==> config.mk <==
export PLATFORM = sky130hd
export DESIGN_NAME = seed_seek_top
export DESIGN_NICKNAME = d
export VERILOG_FILES = /design/src/seed_pkg.sv /design/src/occ_table.sv /design/src/interval_extend.sv /design/src/work_queue.sv /design/src/seed_control.sv /design/src/seed_seek_top.sv
export SDC_FILE = /design/constraint.sdc
export NUM_CORES = 2
export LEC_CHECK = 0
export BUFFER_PORTS_ARGS = -buffer_cell sky130_fd_sc_hd__clkbuf_2
export CAP_MARGIN = 40
export CORE_MARGIN = 2
export CORE_UTILIZATION = 40
export DETAILED_ROUTE_END_ITERATION = 8
export PLACE_DENSITY_LB_ADDON = 0.15
export SETUP_SLACK_MARGIN = 0.15
export SYNTH_ARGS = -nofsm -noshare
export SYNTH_HDL_FRONTEND = slang
export SYNTH_SLANG_ARGS = --single-unit
==> constraint.sdc <==
create_clock -name clk -period 5.95 [get_ports clk]
set_input_delay 0.595 -clock clk [delete_from_list [all_inputs] [get_ports clk]]
set_output_delay 0.595 -clock clk [all_outputs]
set_load 0.05 [all_outputs]
==> src/seed_pkg.sv <==
// ****************************************
// shared widths and types for the seed finder
// all read-position arithmetic wraps modulo 32
// ****************************************

package seed_pkg;

    localparam int READ_LEN    = 16;
    localparam int POS_W       = 5;
    localparam int KLS_W       = 8;
    localparam int OCC_DEPTH   = 64;
    localparam int OCC_AW      = 6;
    localparam int QUEUE_DEPTH = 16;

    // j+1 at this value means the read is exhausted
    localparam logic [POS_W-1:0] READ_END = POS_W'(READ_LEN);

    // A C G T as 0..3, complement is 3-b
    typedef logic [1:0] sym_t;

    typedef sym_t [READ_LEN-1:0] read_t;

    typedef struct packed {
        logic [KLS_W-1:0] k;        // start in forward index
        logic [KLS_W-1:0] l;        // start in reverse index
        logic [KLS_W-1:0] s;        // interval size
    } interval_t;

    // match covers read positions i..j
    typedef struct packed {
        interval_t        iv;
        logic [POS_W-1:0] i;
        logic [POS_W-1:0] j;
    } work_item_t;

    typedef logic [3:0][KLS_W-1:0] occ_row_t;  // one count per base

    typedef struct packed {
        logic [OCC_AW-1:0] addr;
        occ_row_t          row;
    } occ_load_t;

    typedef struct packed {
        logic [3:0][KLS_W-1:0] c;     // cumulative counts per base
        logic [KLS_W-1:0]      primary;
        logic [KLS_W-1:0]      bwt_len;
        logic [POS_W-1:0]      min_len;
        logic [KLS_W-1:0]      min_intv;
    } seed_cfg_t;

endpackage

==> src/occ_table.sv <==
// ****************************************
// rows are written only through the load port
// read data arrives one cycle after the address
// ****************************************
`timescale 1ns/1ns

module occ_table (
    input  logic                          clk,
    input  logic                          rst,
    input  logic                          load_valid,
    input  seed_pkg::occ_load_t           load,
    input  logic [seed_pkg::OCC_AW-1:0]   addr_a,
    input  logic [seed_pkg::OCC_AW-1:0]   addr_b,
    output seed_pkg::occ_row_t            row_a,
    output seed_pkg::occ_row_t            row_b
);

    seed_pkg::occ_row_t mem [seed_pkg::OCC_DEPTH];

    // load port
    always_ff @(posedge clk) begin
        if (load_valid) begin
            mem[load.addr] <= load.row;
        end
    end

    // both read ports registered, row at k and row at k+s
    always_ff @(posedge clk) begin
        if (rst) begin
            row_a <= '0;
            row_b <= '0;
        end else begin
            row_a <= mem[addr_a];
            row_b <= mem[addr_b];
        end
    end

endmodule

==> src/interval_extend.sv <==
// ****************************************
// fixed 2-cycle extension, one in flight at a time
// k+s must stay inside the loaded table rows
// ****************************************
`timescale 1ns/1ns

module interval_extend (
    input  logic                  clk,
    input  logic                  rst,
    input  seed_pkg::seed_cfg_t   cfg,
    input  logic                  start,
    input  logic                  fwd,
    input  seed_pkg::sym_t        sym,
    input  seed_pkg::interval_t   iv_in,
    output logic                  done,
    output seed_pkg::interval_t   iv_out,
    input  logic                  load_valid,
    input  seed_pkg::occ_load_t   load
);

    seed_pkg::interval_t iv_sw;        // input with k/l swapped for forward
    seed_pkg::interval_t iv_q;
    seed_pkg::sym_t      a_q;          // effective base
    logic                fwd_q;
    logic                busy_q;

    logic [seed_pkg::KLS_W-1:0]  ks_sum;
    logic [seed_pkg::OCC_AW-1:0] addr_k;
    logic [seed_pkg::OCC_AW-1:0] addr_ks;
    seed_pkg::occ_row_t          row_k;
    seed_pkg::occ_row_t          row_ks;

    logic [3:0][seed_pkg::KLS_W-1:0] k_new;
    logic [3:0][seed_pkg::KLS_W-1:0] l_new;
    logic [3:0][seed_pkg::KLS_W-1:0] s_new;
    logic [seed_pkg::KLS_W:0]        k_end;  // one extra bit, no wrap
    logic                            sentinel;

    // forward extension runs as backward on the swapped interval
    always_comb begin
        iv_sw = iv_in;
        if (fwd) begin
            iv_sw.k = iv_in.l;
            iv_sw.l = iv_in.k;
        end
    end

    assign ks_sum  = iv_sw.k + iv_sw.s;
    assign addr_k  = iv_sw.k[seed_pkg::OCC_AW-1:0];
    assign addr_ks = ks_sum[seed_pkg::OCC_AW-1:0];

    occ_table u_occ (
        .clk        (clk),
        .rst        (rst),
        .load_valid (load_valid),
        .load       (load),
        .addr_a     (addr_k),
        .addr_b     (addr_ks),
        .row_a      (row_k),
        .row_b      (row_ks)
    );

    always_ff @(posedge clk) begin
        if (start) begin
            iv_q  <= iv_sw;
            a_q   <= fwd ? ~sym : sym;   // complement base going forward
            fwd_q <= fwd;
        end
    end

    always_comb begin
        for (int b = 0; b < 4; b++) begin
            k_new[b] = cfg.c[b] + row_k[b] + 1'b1;
            s_new[b] = row_ks[b] - row_k[b];
        end
        k_end    = {1'b0, iv_q.k} + {1'b0, iv_q.s};
        sentinel = (iv_q.k <= cfg.primary) && ({1'b0, cfg.primary} < k_end);
        l_new[3] = iv_q.l + {{(seed_pkg::KLS_W-1){1'b0}}, sentinel};
        // reverse starts accumulate from T down to A
        for (int b = 2; b >= 0; b--) begin
            l_new[b] = l_new[b+1] + s_new[b+1];
        end
    end

    always_ff @(posedge clk) begin
        if (busy_q) begin
            iv_out.s <= s_new[a_q];
            iv_out.k <= fwd_q ? l_new[a_q] : k_new[a_q];  // swap back
            iv_out.l <= fwd_q ? k_new[a_q] : l_new[a_q];
        end
    end

    always_ff @(posedge clk) begin
        if (rst) begin
            busy_q <= 1'b0;
            done   <= 1'b0;
        end else begin
            busy_q <= start;
            done   <= busy_q;
        end
    end

endmodule

==> src/work_queue.sv <==
// ****************************************
// no full flag, caller must not exceed depth
// dout is valid the cycle after pop
// ****************************************
`timescale 1ns/1ns

module work_queue (
    input  logic                  clk,
    input  logic                  rst,
    input  logic                  push,
    input  seed_pkg::work_item_t  din,
    input  logic                  pop,
    output seed_pkg::work_item_t  dout,
    output logic                  empty
);

    seed_pkg::work_item_t mem [seed_pkg::QUEUE_DEPTH];

    logic [$clog2(seed_pkg::QUEUE_DEPTH)-1:0] wr_ptr;
    logic [$clog2(seed_pkg::QUEUE_DEPTH)-1:0] rd_ptr;
    logic [$clog2(seed_pkg::QUEUE_DEPTH):0]   count;

    always_ff @(posedge clk) begin
        if (push) begin
            mem[wr_ptr] <= din;
        end
        if (pop) begin
            dout <= mem[rd_ptr];   // registered head
        end
    end

    always_ff @(posedge clk) begin
        if (rst) begin
            wr_ptr <= '0;
            rd_ptr <= '0;
            count  <= '0;
        end else begin
            if (push) wr_ptr <= wr_ptr + 1'b1;   // wraps at depth
            if (pop)  rd_ptr <= rd_ptr + 1'b1;
            case ({push, pop})
                2'b10:   count <= count + 1'b1;
                2'b01:   count <= count - 1'b1;
                default: count <= count;
            endcase
        end
    end

    assign empty = (count == '0);

endmodule

==> src/seed_control.sv <==
// ****************************************
// job_pos must be below READ_LEN
// a stalled output stream halts the whole search
// ****************************************
`timescale 1ns/1ns

module seed_control (
    input  logic                          clk,
    input  logic                          rst,
    input  seed_pkg::seed_cfg_t           cfg,
    input  logic                          job_valid,
    output logic                          job_ready,
    input  seed_pkg::read_t               job_read,
    input  logic [seed_pkg::POS_W-1:0]    job_pos,
    output logic                          ext_start,
    output logic                          ext_fwd,
    output seed_pkg::sym_t                ext_sym,
    output seed_pkg::interval_t           ext_in,
    input  logic                          ext_done,
    input  seed_pkg::interval_t           ext_out,
    output logic                          q_push,
    output seed_pkg::work_item_t          q_din,
    output logic                          q_pop,
    input  seed_pkg::work_item_t          q_dout,
    input  logic                          q_empty,
    output logic                          seed_valid,
    input  logic                          seed_ready,
    output seed_pkg::work_item_t          seed,
    output logic [seed_pkg::POS_W-1:0]    next_pos,
    output logic                          done
);

    localparam int IDX_W = $clog2(seed_pkg::READ_LEN);

    typedef enum logic [3:0] {
        S_IDLE,
        S_FWD_EXT,
        S_FWD_WAIT,
        S_FWD_CHK,
        S_POP,
        S_LOAD,
        S_BWD_EXT,
        S_BWD_WAIT,
        S_BWD_CHK,
        S_EMIT
    } state_t;

    state_t state;

    seed_pkg::read_t             read_q;
    seed_pkg::work_item_t        cur;       // old item
    seed_pkg::interval_t         new_iv;    // result of the last step
    logic [seed_pkg::POS_W-1:0]  end_pos;

    logic [seed_pkg::POS_W-1:0]  j_nxt;
    logic [seed_pkg::POS_W-1:0]  i_prv;
    logic [seed_pkg::POS_W-1:0]  match_len;
    logic                        s_changed;
    logic                        keep_going;
    logic                        want_push;
    logic                        want_emit;
    logic                        bwd_step;

    assign j_nxt     = cur.j + 1'b1;
    assign i_prv     = cur.i - 1'b1;
    assign match_len = cur.j - cur.i + 1'b1;

    assign s_changed  = (new_iv.s != cur.iv.s);
    assign keep_going = (new_iv.s > cfg.min_intv);
    assign want_push  = s_changed && (cur.iv.s != cfg.bwt_len);
    assign want_emit  = s_changed && (match_len >= cfg.min_len);

    // leaving a backward check, either directly or after the emit
    assign bwd_step = (state == S_BWD_CHK && !want_emit)
                   || (state == S_EMIT && seed_ready);

    // extension request, shortcuts skip the unit
    assign ext_start = (state == S_FWD_EXT && j_nxt != seed_pkg::READ_END)
                    || (state == S_BWD_EXT && cur.i != '0);
    assign ext_fwd   = (state == S_FWD_EXT);
    assign ext_sym   = ext_fwd ? read_q[j_nxt[IDX_W-1:0]] : read_q[i_prv[IDX_W-1:0]];
    assign ext_in    = cur.iv;

    assign q_push = (state == S_FWD_CHK) && want_push;
    assign q_din  = cur;
    assign q_pop  = (state == S_POP) && !q_empty;

    assign job_ready  = (state == S_IDLE);
    assign seed_valid = (state == S_EMIT);
    assign seed       = cur;     // held while in S_EMIT

    always_ff @(posedge clk) begin
        if (rst) begin
            state    <= S_IDLE;
            done     <= 1'b0;
            next_pos <= '0;
        end else begin
            done <= 1'b0;
            case (state)
                S_IDLE: begin
                    if (job_valid) state <= S_FWD_EXT;
                end
                S_FWD_EXT: begin
                    state <= ext_start ? S_FWD_WAIT : S_FWD_CHK;
                end
                S_FWD_WAIT: begin
                    if (ext_done) state <= S_FWD_CHK;
                end
                S_FWD_CHK: begin
                    state <= keep_going ? S_FWD_EXT : S_POP;
                end
                S_POP: begin
                    if (q_empty) begin
                        state    <= S_IDLE;
                        done     <= 1'b1;
                        next_pos <= end_pos;
                    end else begin
                        state <= S_LOAD;
                    end
                end
                S_LOAD: begin
                    state <= S_BWD_EXT;    // q_dout valid now
                end
                S_BWD_EXT: begin
                    state <= ext_start ? S_BWD_WAIT : S_BWD_CHK;
                end
                S_BWD_WAIT: begin
                    if (ext_done) state <= S_BWD_CHK;
                end
                S_BWD_CHK, S_EMIT: begin
                    if (state == S_BWD_CHK && want_emit) begin
                        state <= S_EMIT;
                    end else if (bwd_step) begin
                        state <= keep_going ? S_BWD_EXT : S_POP;
                    end
                end
                default: state <= S_IDLE;
            endcase
        end
    end

    // working registers
    always_ff @(posedge clk) begin
        case (state)
            S_IDLE: begin
                if (job_valid) begin
                    read_q   <= job_read;
                    cur.iv.k <= '0;
                    cur.iv.l <= '0;
                    cur.iv.s <= cfg.bwt_len;   // whole index
                    cur.i    <= job_pos;
                    cur.j    <= job_pos - 1'b1;
                end
            end
            S_FWD_EXT, S_BWD_EXT: begin
                if (!ext_start) new_iv <= '0;  // read end or i at 0
            end
            S_FWD_WAIT, S_BWD_WAIT: begin
                if (ext_done) new_iv <= ext_out;
            end
            S_FWD_CHK: begin
                if (keep_going) begin
                    cur.iv <= new_iv;
                    cur.j  <= j_nxt;
                end else begin
                    end_pos <= j_nxt;
                end
            end
            S_LOAD: begin
                cur <= q_dout;
            end
            S_BWD_CHK, S_EMIT: begin
                if (bwd_step && keep_going) begin
                    cur.iv <= new_iv;
                    cur.i  <= i_prv;
                end
            end
            default: begin
            end
        endcase
    end

endmodule

==> src/seed_seek_top.sv <==
// ****************************************
// load table rows and config before the first job
// ****************************************
`timescale 1ns/1ns

module seed_seek_top (
    input  logic                          clk,
    input  logic                          rst,
    input  logic                          occ_load_valid,
    input  seed_pkg::occ_load_t           occ_load,
    input  logic                          cfg_valid,
    input  seed_pkg::seed_cfg_t           cfg,
    input  logic                          job_valid,
    output logic                          job_ready,
    input  seed_pkg::read_t               job_read,
    input  logic [seed_pkg::POS_W-1:0]    job_pos,
    output logic                          seed_valid,
    input  logic                          seed_ready,
    output seed_pkg::work_item_t          seed,
    output logic [seed_pkg::POS_W-1:0]    next_pos,
    output logic                          done
);

    seed_pkg::seed_cfg_t  cfg_q;

    logic                 ext_start;
    logic                 ext_fwd;
    logic                 ext_done;
    seed_pkg::sym_t       ext_sym;
    seed_pkg::interval_t  ext_in;
    seed_pkg::interval_t  ext_out;

    logic                 q_push;
    logic                 q_pop;
    logic                 q_empty;
    seed_pkg::work_item_t q_din;
    seed_pkg::work_item_t q_dout;

    always_ff @(posedge clk) begin
        if (rst) begin
            cfg_q <= '0;
        end else if (cfg_valid) begin
            cfg_q <= cfg;          // single-cycle config load
        end
    end

    seed_control u_ctrl (
        .clk        (clk),
        .rst        (rst),
        .cfg        (cfg_q),
        .job_valid  (job_valid),
        .job_ready  (job_ready),
        .job_read   (job_read),
        .job_pos    (job_pos),
        .ext_start  (ext_start),
        .ext_fwd    (ext_fwd),
        .ext_sym    (ext_sym),
        .ext_in     (ext_in),
        .ext_done   (ext_done),
        .ext_out    (ext_out),
        .q_push     (q_push),
        .q_din      (q_din),
        .q_pop      (q_pop),
        .q_dout     (q_dout),
        .q_empty    (q_empty),
        .seed_valid (seed_valid),
        .seed_ready (seed_ready),
        .seed       (seed),
        .next_pos   (next_pos),
        .done       (done)
    );

    interval_extend u_ext (
        .clk        (clk),
        .rst        (rst),
        .cfg        (cfg_q),
        .start      (ext_start),
        .fwd        (ext_fwd),
        .sym        (ext_sym),
        .iv_in      (ext_in),
        .done       (ext_done),
        .iv_out     (ext_out),
        .load_valid (occ_load_valid),
        .load       (occ_load)
    );

    work_queue u_queue (
        .clk   (clk),
        .rst   (rst),
        .push  (q_push),
        .din   (q_din),
        .pop   (q_pop),
        .dout  (q_dout),
        .empty (q_empty)
    );

endmodule

==> summary.txt <==
Final Skew - 69.7 ps
Final Max Tran Viols - 0
DRC viols - 0
Post-Layout Cell Count - 14,700
RSZ-0062 raised after global routing - true
Vias - 90,400
Synth Area in XOR/XNOR - 0.845%
synthesized instance count - 9,473
Area Overhead vs Synth - 16.3%
Reg2Reg Depth - 31
Max-Cap Viols - 0
fmax - 0.159 GHz
worst vdd ir - 1340 uV
nature of the critical path startpoint - flip-flop
register area share after synthesis - 63.9%
largest family of logic cells by synthesized area - multiplexers
worst-path fanout max - 5
Leakage - 53.2 nW
Avg Cell Area, Syn - 14.2 um^2
num ports - 184
Worst-Margin Slew - 1040 ps
Final #Nets - 10,200
failing checks - setup timing
synth unique cells - 68
final setup fails - 7
most frequent CP cell - ha_4
number of CTS-inserted buffers - 327
router iterations before antenna repair - 6
mapped cell area - 135,000 um^2
post-synth top area cell - edfxtp_1
Hold Path Class - in2reg
die width - 585 um
pin count of the biggest net entering global routing - 163
period utilization - 106%
Adder-Cell Fraction of Synth Area - 1.53%
share of layout cells above drive strength 1 - 21.5%
first-pass GRT wire length - 672,000 um
Routed WL per cell - 32.8 um
Seq. cell area - 86,300 um^2
Req. time, crit path - 6610 ps
Die Y-Extent - 585 um
PwrDens - 494 nW/um^2
compound-cell area share of the yosys netlist - 4.02%
CP Class - reg2reg
clk sink count - 2,922
Yosys warnings - 0
DR iter-0 viols - 12,000
most frequent cells in the layout - edfxtp_1 (2,772), nand2_1 (2,177), nand3_1 (1,047)
hold path cells - 1
most common cell after layout, fill and taps aside - edfxtp_1
Largest stage delay, worst path - 550 ps
Tot Pwr - 77.5 mW
core box area - 336,000 um^2
Final HPWL DP - 288,000 um
DRT antenna net count - 0
clock root buffer - clkbuf_16
Std-Cell Rows - 213
TritonCTS clock tree - done
register clock-pin slew on the reported worst setup and hold paths - 60 ps
Final min period - 6280 ps
Top FF cell, synth - edfxtp_1
Cells after DPL - 14,000
Final Wtd Congestion - 0.867
Multi-input gate area - 46,400 um^2
pre-CTS setup slack - -714 ps
die area - 342,000 um^2
clk_lat worst skew - 960 ps
vias in the first global route - 87,500
Worst path slowest cell - fa_2
Port Buffers - 183
Final Hold Fails - 0
Total Routing Usage GR - 27.6%
grt total ovfl - 0
Yosys reg bits - 2,922
Via density - 6.15
endpoint arrival time on the critical path - 6940 ps
status - finished with violations
Post-Synthesis Net Count - 9,771
CTS HTree Levels - 5
Post-synth EDFFs - 2,772
overall routed net length - 481,000 um
Filler cells - 29,000
Synth async-reset ratio - 0%
initial antenna violation count - 25
critical path capture point type - flip-flop
post-synthesis simple-gate area fraction - 11.9%
Worst Setup Slack, final - -331 ps
largest cells by area after synthesis - edfxtp_1 (62%), mux4_2 (14%), nand2_1 (6.1%), nand3_1 (3.9%), dfxtp_1 (2.2%)
post-synthesis mux area share - 15.1%
max_slew headroom - 30.8%
Clock Tree Buf Depth - 4
top-area cell type share of the netlist area - 61.7%
initial core utilization - 40.1%
## through the flow
step	util, %	setup TNS, ps	area (um^2)	hold WS, ps
6_report	46.7	-1520	157000	139
5_1_grt	46.7	-3580	157000	129
4_1_cts	46.6	-1350	157000	73.8
3_5_place_dp	43.0	-4010	145000	489
3_3_place_gp	42.6	-5630	143000	471
2_1_floorplan	-	0	135000	456
## sequential cells by signal, summed over array words and instances, names as in the netlist, 2 cells and up
name,cells
u_ctrl.q_din,10
u_ext.u_occ.mem,2048
u_ext.iv_q,24
u_ext.u_occ.row_b,32
u_ctrl.state,4
u_ext.a_q,2
u_queue.dout,34
u_ctrl.read_q,32
u_ctrl.new_iv,24
cfg_q,61
u_queue.wr_ptr,4
u_ctrl.ext_in,24
u_queue.rd_ptr,4
u_queue.count,5
u_ctrl.end_pos,5
u_ext.u_occ.row_a,32
u_ext.iv_out,24
u_ctrl.next_pos,5
u_queue.mem,544
## power breakdown
part           internal (mW)  switching, mW  total (mW)
combinational           15.7           17.8        33.5
clock                   11.5           8.46        20.0
sequential              23.3          0.676        24.0
total                   50.6           26.9        77.5
## critical path: cells and delay by family, from the launching register on
family	cells	cell delay [ps]
AOI/OAI and AO/OA	10	1530
adders and majority gates	8	2290
xor gates and xnor gates	3	550
and+or+nand+nor	7	890
muxes	2	320
buffers and inverters	1	40
DFF	1	360
## area by class of cell
class / instances / share of cell area (%)
Sequential cell: 2922 / 55.0
Multi-Input combinational cell: 5731 / 29.6
Clock buffer: 420 / 5.64
Timing Repair Buffer: 792 / 4.87
Tap cell: 4515 / 3.60
Clock inverter: 171 / 0.999
Inverter: 132 / 0.337
Antenna cell: 14 / 0.0223
## cell families after synthesis
| logic type | after synthesis |
|---|---|
| AOI/OAI and AO/OA | 736 |
| xor gates and xnor gates | 127 |
| adders and majority gates | 156 |
| buffers and inverters | 820 |
| DFF | 2922 |
| muxes | 976 |
| and+or+nand+nor | 3736 |
## synthesized netlist by cell type (5+ instances only)
| master | number |
|---|---|
| a311oi_1 | 239 |
| nand3_1 | 1050 |
| buf_1 | 86 |
| a22oi_1 | 69 |
| nor3_1 | 30 |
| nor2b_1 | 60 |
| o21bai_1 | 11 |
| buf_4 | 22 |
| a32oi_1 | 11 |
| a31oi_1 | 134 |
| edfxtp_1 | 2772 |
| a21o_1 | 22 |
| and3_1 | 119 |
| nor4_1 | 8 |
| mux4_2 | 848 |
| a21oi_1 | 73 |
| o21ai_0 | 54 |
| nor2_1 | 213 |
| mux2i_1 | 119 |
| nand2b_1 | 13 |
| clkbuf_1 | 314 |
| fa_1 | 15 |
| buf_2 | 262 |
| mux2_2 | 5 |
| a221o_1 | 5 |
| or3_1 | 10 |
| xnor2_1 | 81 |
| dfxtp_1 | 150 |
| nand4_1 | 6 |
| a211oi_1 | 69 |
| nand3b_1 | 6 |
| nand2_1 | 2180 |
| inv_1 | 126 |
| ha_1 | 141 |
| and2_1 | 30 |
| a22o_1 | 17 |
| xor2_1 | 44 |
## timing repair
action | 4_1_cts | 5_1_grt
hold buffers | 98 | 0
gates resized for setup | 63 | 43
setup buffers | 34 | 9
endpoints found under the setup margin | 11 | 10
endpoints found under the hold margin | 98 | 0
pin swaps | 34 | 39
## final timing paths
check                         start                       to  slack [ps]
setup / recovery     u_ext.iv_q[16]         u_ext.iv_out[15]        -330
hold / removal         occ_load[21]  u_ext.u_occ.mem[11][21]         140
setup reg to reg     u_ext.iv_q[16]         u_ext.iv_out[15]        -330
hold reg to reg   u_ctrl.end_pos[2]       u_ctrl.next_pos[2]         500
## layer usage
metal  up-vias  track usage [%]  wire length, um
met5         -                0               75
met4        12             10.8            20700
met3       898             5.06            42600
met2      4906             43.0           222000
met1     47100             38.5           196000
li1      37400                -                -
Note: power is estimated with default switching activity, not from simulation.
